File: src/exec_pkg.sv
/*
  exec package
  opcodes, instruction word and status flags of the execute engine,
  plus register file sizing
*/
`default_nettype none

package exec_pkg;

  ////////////////////
  // register file sizing
  ////////////////////
  localparam int NUM_REG = 8;                // r0 is hardwired to zero
  localparam int REG_W   = 32;               // data width
  localparam int REG_AW  = $clog2(NUM_REG);  // 3 bits for 8 regs

  ////////////////////
  // operations
  ////////////////////
  typedef enum logic [3:0] {
    OP_NOP  = 4'd0,
    OP_ADD  = 4'd1,
    OP_SUB  = 4'd2,
    OP_AND  = 4'd3,
    OP_OR   = 4'd4,
    OP_XOR  = 4'd5,
    OP_SLL  = 4'd6,
    OP_SRL  = 4'd7,
    OP_SRA  = 4'd8,
    OP_SLT  = 4'd9,
    OP_SLTU = 4'd10,
    OP_LDI  = 4'd11   // codes above this one are illegal
  } opcode_e;

  // instruction word, msb first
  typedef struct packed {
    opcode_e           opcode;  // [31:28]
    logic [REG_AW-1:0] rd;      // [27:25]
    logic [REG_AW-1:0] rs1;     // [24:22]
    logic [REG_AW-1:0] rs2;     // [21:19]
    logic [2:0]        rsvd;    // [18:16] unused
    logic [15:0]       imm;     // [15:0] zero-extended by LDI
  } instr_t;

  // flags of the last executed instruction
  typedef struct packed {
    logic zero;   // [2] result is 0
    logic neg;    // [1] result msb
    logic carry;  // [0] add carry / sub no-borrow
  } status_t;

endpackage

`default_nettype wire

File: src/axil_pkg.sv
/*
  AXI4-Lite package
  bus structs, response codes and the host address map
*/
`default_nettype none

package axil_pkg;

  ////////////////////
  // bus sizing and address map
  ////////////////////
  localparam int ADDR_W = 8;
  localparam int DATA_W = 32;

  localparam logic [ADDR_W-1:0] INSTR_ADDR  = 8'h00;  // write-only instruction port
  localparam logic [ADDR_W-1:0] STATUS_ADDR = 8'h04;  // flags in [2:0]
  localparam logic [ADDR_W-1:0] REG_BASE    = 8'h20;  // reg n at base + 4*n

  typedef enum logic [1:0] {
    RESP_OKAY   = 2'b00,
    RESP_SLVERR = 2'b10
  } resp_e;

  // master to slave
  typedef struct packed {
    logic                  awvalid;
    logic [ADDR_W-1:0]     awaddr;
    logic                  wvalid;
    logic [DATA_W-1:0]     wdata;
    logic [DATA_W/8-1:0]   wstrb;   // taken, not used
    logic                  bready;
    logic                  arvalid;
    logic [ADDR_W-1:0]     araddr;
    logic                  rready;
  } axil_req_t;

  // slave to master
  typedef struct packed {
    logic              awready;
    logic              wready;
    logic              bvalid;
    resp_e             bresp;
    logic              arready;
    logic              rvalid;
    logic [DATA_W-1:0] rdata;
    resp_e             rresp;
  } axil_rsp_t;

endpackage

`default_nettype wire

File: src/reg_file.sv
/*
  register file
  one write port, NUM_RS combinational read ports, optional zero register
*/
`default_nettype none

module reg_file #(
  parameter int NUM_RS   = 3,  // read port count
  parameter bit ZERO_REG = 1   // r0 reads as zero
) (
  input  wire logic                                      clk_i,
  input  wire logic                                      arst_n_i,   // async, active low
  input  wire logic [exec_pkg::REG_AW-1:0]               rd_addr_i,  // write address
  input  wire logic [exec_pkg::REG_W-1:0]                rd_data_i,  // write data
  input  wire logic                                      rd_en_i,    // write enable
  input  wire logic [NUM_RS-1:0][exec_pkg::REG_AW-1:0]   rs_addr_i,  // read addresses
  output      logic [NUM_RS-1:0][exec_pkg::REG_W-1:0]    rs_data_o   // read data
);

  import exec_pkg::*;

  ////////////////////
  // storage
  ////////////////////
  logic [NUM_REG-1:0]            wr_sel;  // one-hot write decode
  logic [NUM_REG-1:0][REG_W-1:0] regs;

  assign wr_sel = NUM_REG'(rd_en_i) << rd_addr_i;  // all zero when disabled

  for (genvar i = 0; i < NUM_REG; i++) begin : g_reg
    if (ZERO_REG && i == 0) begin : g_zero
      assign regs[i] = '0;  // writes to r0 dropped
    end else begin : g_flop
      always_ff @(posedge clk_i or negedge arst_n_i) begin
        if (!arst_n_i) begin
          regs[i] <= '0;
        end else if (wr_sel[i]) begin
          regs[i] <= rd_data_i;
        end
      end
    end
  end

  ////////////////////
  // read muxes
  ////////////////////
  for (genvar p = 0; p < NUM_RS; p++) begin : g_rd
    assign rs_data_o[p] = regs[rs_addr_i[p]];  // full mux per port
  end

  ////////////////////
  // checks
  ////////////////////
  a_reg_count : assert property (@(posedge clk_i) NUM_REG <= 64);

  // a write with an x address would corrupt an unknown register
  a_wr_addr_known : assert property (@(posedge clk_i) disable iff (!arst_n_i)
    rd_en_i |-> !$isunknown(rd_addr_i));

endmodule

`default_nettype wire

File: src/alu_arith.sv
/*
  arithmetic/logic unit
  add, sub and bitwise ops, carry out for add and sub
*/
`default_nettype none

module alu_arith (
  input  wire exec_pkg::opcode_e          op_i,
  input  wire logic [exec_pkg::REG_W-1:0] a_i,      // rs1 operand
  input  wire logic [exec_pkg::REG_W-1:0] b_i,      // rs2 operand
  output      logic [exec_pkg::REG_W-1:0] res_o,
  output      logic                       carry_o   // add carry / sub no-borrow
);

  import exec_pkg::*;

  logic             is_sub;
  logic [REG_W-1:0] b_eff;  // b or ~b
  logic [REG_W:0]   sum;    // extra bit holds the carry

  // one adder for both, sub is a + ~b + 1
  assign is_sub = (op_i == OP_SUB);
  assign b_eff  = is_sub ? ~b_i : b_i;
  assign sum    = {1'b0, a_i} + {1'b0, b_eff} + (REG_W+1)'(is_sub);

  always_comb begin
    res_o   = '0;  // other opcodes
    carry_o = 1'b0;
    case (op_i)
      OP_ADD, OP_SUB: begin
        res_o   = sum[REG_W-1:0];
        carry_o = sum[REG_W];  // 1 on sub means no borrow
      end
      OP_AND: res_o = a_i & b_i;
      OP_OR:  res_o = a_i | b_i;
      OP_XOR: res_o = a_i ^ b_i;
      default: ;
    endcase
  end

endmodule

`default_nettype wire

File: src/alu_shift.sv
/*
  shift/compare unit
  logical and arithmetic shifts of a by b[4:0], signed and unsigned set-less-than
*/
`default_nettype none

module alu_shift (
  input  wire exec_pkg::opcode_e          op_i,
  input  wire logic [exec_pkg::REG_W-1:0] a_i,   // value / left operand
  input  wire logic [exec_pkg::REG_W-1:0] b_i,   // shift amount / right operand
  output      logic [exec_pkg::REG_W-1:0] res_o
);

  import exec_pkg::*;

  logic [$clog2(REG_W)-1:0] shamt;  // low 5 bits only
  logic                     lt_s;
  logic                     lt_u;

  assign shamt = b_i[$clog2(REG_W)-1:0];
  assign lt_s  = $signed(a_i) < $signed(b_i);
  assign lt_u  = a_i < b_i;

  always_comb begin
    res_o = '0;  // other opcodes
    case (op_i)
      OP_SLL:  res_o = a_i << shamt;
      OP_SRL:  res_o = a_i >> shamt;
      OP_SRA:  res_o = $unsigned($signed(a_i) >>> shamt);  // sign fill
      OP_SLT:  res_o = REG_W'(lt_s);
      OP_SLTU: res_o = REG_W'(lt_u);
      default: ;
    endcase
  end

endmodule

`default_nettype wire

File: src/result_sel.sv
/*
  result selector
  picks the unit result or the immediate, flags illegal codes,
  forms status flags and the writeback enable
*/
`default_nettype none

module result_sel (
  input  wire exec_pkg::instr_t           instr_i,
  input  wire logic                       issue_i,    // instruction accepted this cycle
  input  wire logic [exec_pkg::REG_W-1:0] arith_i,
  input  wire logic [exec_pkg::REG_W-1:0] shift_i,
  input  wire logic                       carry_i,    // from alu_arith
  output      logic                       wr_en_o,
  output      logic [exec_pkg::REG_W-1:0] wr_data_o,
  output      exec_pkg::status_t          status_o,   // flags of this result
  output      logic                       illegal_o
);

  import exec_pkg::*;

  logic legal;
  logic use_carry;

  assign legal     = (instr_i.opcode <= OP_LDI);  // 12..15 undefined
  assign illegal_o = !legal;
  assign use_carry = (instr_i.opcode == OP_ADD) || (instr_i.opcode == OP_SUB);

  always_comb begin
    wr_data_o = '0;  // nop and illegal
    case (instr_i.opcode)
      OP_ADD, OP_SUB, OP_AND, OP_OR, OP_XOR:     wr_data_o = arith_i;
      OP_SLL, OP_SRL, OP_SRA, OP_SLT, OP_SLTU:   wr_data_o = shift_i;
      OP_LDI:                                    wr_data_o = REG_W'(instr_i.imm);
      default: ;
    endcase
  end

  // writes to r0 suppressed here as well as in the reg file
  assign wr_en_o = issue_i && legal && (instr_i.opcode != OP_NOP) && (instr_i.rd != '0);

  assign status_o.zero  = (wr_data_o == '0);
  assign status_o.neg   = wr_data_o[REG_W-1];
  assign status_o.carry = use_carry && carry_i;  // only add/sub carry

endmodule

`default_nettype wire

File: src/axil_ctrl.sv
/*
  AXI4-Lite controller
  write channel issues instructions at INSTR_ADDR, read channel returns
  registers and the latched status; the two channels run independently
*/
`default_nettype none

module axil_ctrl (
  input  wire logic                        clk_i,
  input  wire logic                        arst_n_i,    // async, active low
  input  wire axil_pkg::axil_req_t         req_i,
  output      axil_pkg::axil_rsp_t         rsp_o,
  output      exec_pkg::instr_t            instr_o,     // decoded wdata
  output      logic                        issue_o,     // execute this cycle
  input  wire logic                        illegal_i,   // opcode undefined
  input  wire exec_pkg::status_t           status_i,    // flags of current result
  output      logic [exec_pkg::REG_AW-1:0] rb_addr_o,   // readback port address
  input  wire logic [axil_pkg::DATA_W-1:0] rb_data_i
);

  import exec_pkg::*;
  import axil_pkg::*;

  typedef enum logic {W_IDLE, W_RESP} w_state_e;
  typedef enum logic {R_IDLE, R_RESP} r_state_e;

  w_state_e          w_state;
  r_state_e          r_state;
  logic              wr_acc;   // aw+w handshake
  logic              rd_acc;   // ar handshake
  logic              aw_hit;
  logic              reg_hit;
  resp_e             bresp_q;
  resp_e             rresp_d;
  resp_e             rresp_q;
  logic [DATA_W-1:0] rdata_d;
  logic [DATA_W-1:0] rdata_q;
  status_t           status_q;

  ////////////////////
  // write channel
  ////////////////////
  assign wr_acc  = (w_state == W_IDLE) && req_i.awvalid && req_i.wvalid;  // both or nothing
  assign aw_hit  = (req_i.awaddr == INSTR_ADDR);
  assign instr_o = instr_t'(req_i.wdata);
  assign issue_o = wr_acc && aw_hit;

  always_ff @(posedge clk_i or negedge arst_n_i) begin
    if (!arst_n_i) begin
      w_state  <= W_IDLE;
      status_q <= '0;
    end else begin
      case (w_state)
        W_IDLE: if (wr_acc) w_state <= W_RESP;
        W_RESP: if (req_i.bready) w_state <= W_IDLE;
        default: w_state <= W_IDLE;
      endcase
      // nop leaves the flags alone
      if (issue_o && !illegal_i && (instr_o.opcode != OP_NOP)) begin
        status_q <= status_i;
      end
    end
  end

  always_ff @(posedge clk_i) begin
    if (wr_acc) begin
      bresp_q <= (aw_hit && !illegal_i) ? RESP_OKAY : RESP_SLVERR;
    end
  end

  ////////////////////
  // read channel
  ////////////////////
  assign rd_acc    = (r_state == R_IDLE) && req_i.arvalid;
  assign rb_addr_o = req_i.araddr[REG_AW+1:2];  // word index
  assign reg_hit   = (req_i.araddr[ADDR_W-1:REG_AW+2] == REG_BASE[ADDR_W-1:REG_AW+2])
                     && (req_i.araddr[1:0] == 2'b00);

  always_comb begin
    rdata_d = '0;  // unmapped reads return 0
    rresp_d = RESP_SLVERR;
    if (req_i.araddr == STATUS_ADDR) begin
      rdata_d = DATA_W'(status_q);
      rresp_d = RESP_OKAY;
    end else if (reg_hit) begin
      rdata_d = rb_data_i;
      rresp_d = RESP_OKAY;
    end
  end

  always_ff @(posedge clk_i or negedge arst_n_i) begin
    if (!arst_n_i) begin
      r_state <= R_IDLE;
    end else begin
      case (r_state)
        R_IDLE: if (rd_acc) r_state <= R_RESP;
        R_RESP: if (req_i.rready) r_state <= R_IDLE;
        default: r_state <= R_IDLE;
      endcase
    end
  end

  always_ff @(posedge clk_i) begin
    if (rd_acc) begin
      rdata_q <= rdata_d;  // held until rready
      rresp_q <= rresp_d;
    end
  end

  ////////////////////
  // response outputs
  ////////////////////
  assign rsp_o.awready = wr_acc;
  assign rsp_o.wready  = wr_acc;
  assign rsp_o.bvalid  = (w_state == W_RESP);
  assign rsp_o.bresp   = bresp_q;
  assign rsp_o.arready = rd_acc;
  assign rsp_o.rvalid  = (r_state == R_RESP);
  assign rsp_o.rdata   = rdata_q;
  assign rsp_o.rresp   = rresp_q;

  ////////////////////
  // protocol checks
  ////////////////////
  a_bvalid_hold : assert property (@(posedge clk_i) disable iff (!arst_n_i)
    rsp_o.bvalid && !req_i.bready |=> rsp_o.bvalid);

  a_rvalid_hold : assert property (@(posedge clk_i) disable iff (!arst_n_i)
    rsp_o.rvalid && !req_i.rready |=> rsp_o.rvalid);

  // a second instruction must wait for the pending response
  a_no_issue_in_resp : assert property (@(posedge clk_i) disable iff (!arst_n_i)
    issue_o |-> !rsp_o.bvalid);

endmodule

`default_nettype wire

File: src/exec_top.sv
/*
  execute engine top
  AXI4-Lite controller, register file, two execution units and result selector
*/
`default_nettype none

module exec_top (
  input  wire logic                clk_i,
  input  wire logic                arst_n_i,    // async, active low
  input  wire axil_pkg::axil_req_t axil_req_i,
  output      axil_pkg::axil_rsp_t axil_rsp_o
);

  import exec_pkg::*;

  instr_t                  instr;
  logic                    issue;
  logic                    illegal;
  status_t                 status_new;   // flags of the current result
  logic [REG_AW-1:0]       rb_addr;
  logic [2:0][REG_W-1:0]   rs_data;      // [0] rs1, [1] rs2, [2] host readback
  logic [REG_W-1:0]        arith_res;
  logic [REG_W-1:0]        shift_res;
  logic                    carry;
  logic                    wr_en;
  logic [REG_W-1:0]        wr_data;

  axil_ctrl u_ctrl (
    .clk_i     (clk_i),
    .arst_n_i  (arst_n_i),
    .req_i     (axil_req_i),
    .rsp_o     (axil_rsp_o),
    .instr_o   (instr),
    .issue_o   (issue),
    .illegal_i (illegal),
    .status_i  (status_new),
    .rb_addr_o (rb_addr),
    .rb_data_i (rs_data[2])
  );

  reg_file #(
    .NUM_RS   (3),
    .ZERO_REG (1'b1)
  ) u_regs (
    .clk_i     (clk_i),
    .arst_n_i  (arst_n_i),
    .rd_addr_i (instr.rd),
    .rd_data_i (wr_data),
    .rd_en_i   (wr_en),
    .rs_addr_i ({rb_addr, instr.rs2, instr.rs1}),
    .rs_data_o (rs_data)
  );

  // both units see the same operands
  alu_arith u_arith (
    .op_i    (instr.opcode),
    .a_i     (rs_data[0]),
    .b_i     (rs_data[1]),
    .res_o   (arith_res),
    .carry_o (carry)
  );

  alu_shift u_shift (
    .op_i  (instr.opcode),
    .a_i   (rs_data[0]),
    .b_i   (rs_data[1]),
    .res_o (shift_res)
  );

  result_sel u_sel (
    .instr_i   (instr),
    .issue_i   (issue),
    .arith_i   (arith_res),
    .shift_i   (shift_res),
    .carry_i   (carry),
    .wr_en_o   (wr_en),
    .wr_data_o (wr_data),
    .status_o  (status_new),
    .illegal_o (illegal)
  );

endmodule

`default_nettype wire

File: config.mk
export PLATFORM = sky130hd
export DESIGN_NAME = exec_top
export DESIGN_NICKNAME = d
export VERILOG_FILES = /design/src/exec_pkg.sv /design/src/axil_pkg.sv /design/src/reg_file.sv /design/src/alu_arith.sv /design/src/alu_shift.sv /design/src/result_sel.sv /design/src/axil_ctrl.sv /design/src/exec_top.sv
export SDC_FILE = /design/constraint.sdc
export NUM_CORES = 1
export LEC_CHECK = 0
export BUFFER_PORTS_ARGS = -buffer_cell sky130_fd_sc_hd__clkbuf_2
export CAP_MARGIN = 20
export CORE_MARGIN = 8
export CORE_UTILIZATION = 45
export CTS_BUF_LIST = sky130_fd_sc_hd__clkbuf_2 sky130_fd_sc_hd__clkbuf_4 sky130_fd_sc_hd__clkbuf_8
export CTS_CLUSTER_DIAMETER = 100
export DETAILED_ROUTE_END_ITERATION = 10
export PLACE_DENSITY = 0.65
export SLEW_MARGIN = 20
export SYNTH_ARGS = -nofsm -noshare
export SYNTH_HDL_FRONTEND = slang
export SYNTH_HIERARCHICAL = 1
export SYNTH_SLANG_ARGS = --single-unit
File: constraint.sdc
create_clock -name clk_i -period 4.65 [get_ports clk_i]
set_input_delay 0.2325 -clock clk_i [delete_from_list [all_inputs] [get_ports clk_i]]
set_output_delay 0.2325 -clock clk_i [all_outputs]
set_load 0.02 [all_outputs]
==> results.cfg <==
[setup_path]
worst_setup_path_start_kind = register
r2r-end = u_ctrl/status_q[2]
cp_slowest_cell = a2111o_1
reg2reg_from = u_regs/regs[40]
endpoint_kind = register
path_class = reg2reg
path_buf_inv = 3
reg2regPathDepth = 22
cp_common_cell = buf_4
max_stage_delay_ns = 0.40
rrSetupSlack_ns = -0.19
path_cells = buf_4, mux2_2, a221oi_1, buf_4, a221oi_4, ha_1, nand4_1, a21oi_1, a2111o_1, o31ai_4, buf_4, o21ai_4, a21oi_2, xor2_1, o21ai_1, mux2i_1, nor2_1, a221o_1, nor4_1, nand2_1, nor4_2, mux2_4
critical_path.top_delay_family = compound AO/OA/AOI/OAI gates
crit_fanout = 5
cp.arrival_ns = 5.36
crit_required_ns = 5.17

[floorplan]
die_x_um = 255
io-pin-count = 100
start_util_pct = 45.5
dieArea_mm2 = 0.0649
fp-row-count = 87
die_h_um = 255
coreArea_mm2 = 0.0564

[grt]
antenna_found_initial = 0
grt_max_degree = 128
track_usage_pct = 31.1
overflow = 0
grt_pass1_vias = 24268
grt_pass1_wl_um = 155000

[clock_network]
root_buffer = clkbuf_8
clkLatencyLatePin_ns = 0.60
cts_tree = done
path_clk_slew_ns = 0.06
htreeDepth = 2
cts.sinks = 263
cts-buffers-inserted = 43
clockBufferDepth = 3

[detailed_routing]
viasPerCell = 6.52
post_drt_wl_per_cell_um = 28.0
route.vias.total = 24258
drt-total-wl_um = 104000
drcViolationCount = 0
drt_iter0_drc = 2392
ant_nets = 0
firstDrtPassIters = 6

[sta]
tns_ns = -0.500
relSlewSlack_pct = 17.5
worst_slew_pin_slew_ns = 1.24
slew_violations = 0
hold_viol = 0
finalSetupViolCount = 8
post-route-period-util_pct = 104
min_period_ns = 4.84
worst_slack_ns = -0.188
rsz0062_at_grt = yes
skew_ns = 0.0362
max_freq_ghz = 0.207

[power_and_ir_drop]
seqPwrFrac_pct = 33.0
power_density_mw_per_mm2 = 223
peakVddDrop_v = 0.000215
power.leakage_nw = 15.0
netSwitchingPower_mw = 2.44
swShare_pct = 34.1
p_int_mw = 4.71
pwr-share-clk_pct = 31.6
combPwrFrac_pct = 35.4

[run]
maxCapViolCount = 0

[yosys]
synth_area_mm2 = 0.0257
synthCells = 2507
syn_avg_cell_area_um2 = 10.2
synth_warnings = 6

[placement]
hpwl_um = 75600
dp_slack_ns = -0.739
gp_congestion = 1.02
portBuffers = 90

[finish]
fill_cells = 4907
multi_input_area_mm2 = 0.0178
layout.nets = 3120
utilization_pct = 56.8
drive_gt1_share_pct = 41.1
synthToLayoutAreaGrowth_pct = 24.7
insertedDiodeCount = 0
final-seq-area_mm2 = 0.00675

[worst_hold_path]
min_to = u_ctrl/bresp_q[1]
worstHoldStart = axil_req_i[54]
min_path_cells = 4
hold_path_class = in2reg

[status]
outcome = complete, but fails checks
violations = negative setup slack
## tightest hold or removal path: stages
cell	delay, ns
clkbuf_2	0.08
nor4_1	0.05
nand2_1	0.07
or2_2	0.10
## placed cells by master (no fill, tap or decap), types with 15 or more instances in the layout
master / n
buf_4: 519
mux2_2: 263
mux2i_1: 253
dfrtp_1: 229
a221oi_1: 171
ha_1: 126
nand2_1: 108
inv_1: 99
nor2_1: 97
clkbuf_2: 86
a21oi_1: 70
o21ai_0: 70
mux4_2: 52
mux2_4: 51
clkbuf_8: 49
xnor2_1: 43
and3_1: 36
edfxtp_1: 34
nand3_1: 33
buf_12: 32
a221oi_2: 30
a21o_1: 25
nand4_1: 23
mux2_1: 23
a221oi_4: 19
o22ai_1: 18
a221o_1: 16
a22o_1: 15
## stage by stage
stage | total power, mW | instance area (µm²) | cells | hold slack (ns)
after CTS | 7.08 | 31500 | 3705 | 0.0197
after global placement | 4.76 | 30400 | 3616 | 0.320
after detailed placement | 4.79 | 30400 | 3616 | 0.321
after global routing | 7.42 | 32000 | 3720 | 0.0773
final | 7.15 | 32000 | 3720 | 0.0445
after floorplan | 3.73 | 26000 | 2508 | -0.0631
## routing by layer
| layer | track usage, % | routed length, µm | vias up |
|---|---|---|---|
| met2 | 50.2 | 48200 | 1239 |
| li1 | - | - | 10522 |
| met4 | 14.6 | 5320 | 0 |
| met1 | 41.0 | 42600 | 12217 |
| met5 | 0 | 0 | - |
| met3 | 4.42 | 8070 | 280 |
## what timing repair did
| item | CTS | global route |
|---|---|---|
| pin swaps | 17 | 38 |
| resized for setup | 25 | 63 |
| hold endpoints to repair | 104 | 0 |
| setup buffers | 6 | 15 |
| gates cloned | 0 | 0 |
| hold buffers | 5 | 0 |
| setup endpoints to repair | 29 | 108 |
## how the worst max path moves through the flow
stage | cells after the start | from | slack, ns | to
floorplan | 25 | axil_req_i[36] | 0.003 | u_ctrl/status_q[2]
global placement | 22 | axil_req_i[34] | -0.50 | u_ctrl/status_q[2]
detailed placement | 24 | axil_req_i[34] | -0.74 | u_ctrl/status_q[2]
CTS | 22 | u_regs/regs[98] | -0.1 | u_ctrl/status_q[2]
global route | 24 | u_regs/regs[33] | -0.45 | u_ctrl/status_q[2]
finish | 22 | u_regs/regs[40] | -0.19 | u_ctrl/status_q[2]
## state kept, by name, summed over array words and instances (netlist names)
| name | cells |
|---|---|
| u_ctrl/status_q | 3 |
| u_ctrl/rresp_q | 1 |
| u_ctrl/r_state | 1 |
| u_ctrl/bresp_q | 1 |
| u_ctrl/w_state | 1 |
| u_regs/regs | 224 |
| u_ctrl/rdata_q | 32 |
## area by class of cell
type / count / area share [%]
Multi-Input combinational cell: 1860 / 55.6
Clock buffer: 60 / 2.35
Timing Repair Buffer: 652 / 16.1
Clock inverter: 19 / 0.629
Inverter: 110 / 1.31
Sequential cell: 263 / 21.1
Tap cell: 756 / 2.96
## power groups by stage
stage / Combinational, mW / Clock (mW) / Sequential (mW)
6_report: 2.53 / 2.26 / 2.36
2_1_floorplan: 1.30 / 0 / 2.43
3_5_place_dp: 2.38 / 0 / 2.40
3_3_place_gp: 2.36 / 0 / 2.40
4_1_cts: 2.42 / 2.30 / 2.36
5_1_grt: 2.67 / 2.39 / 2.36
No activity file was read; power rests on OpenSTA's default activity.
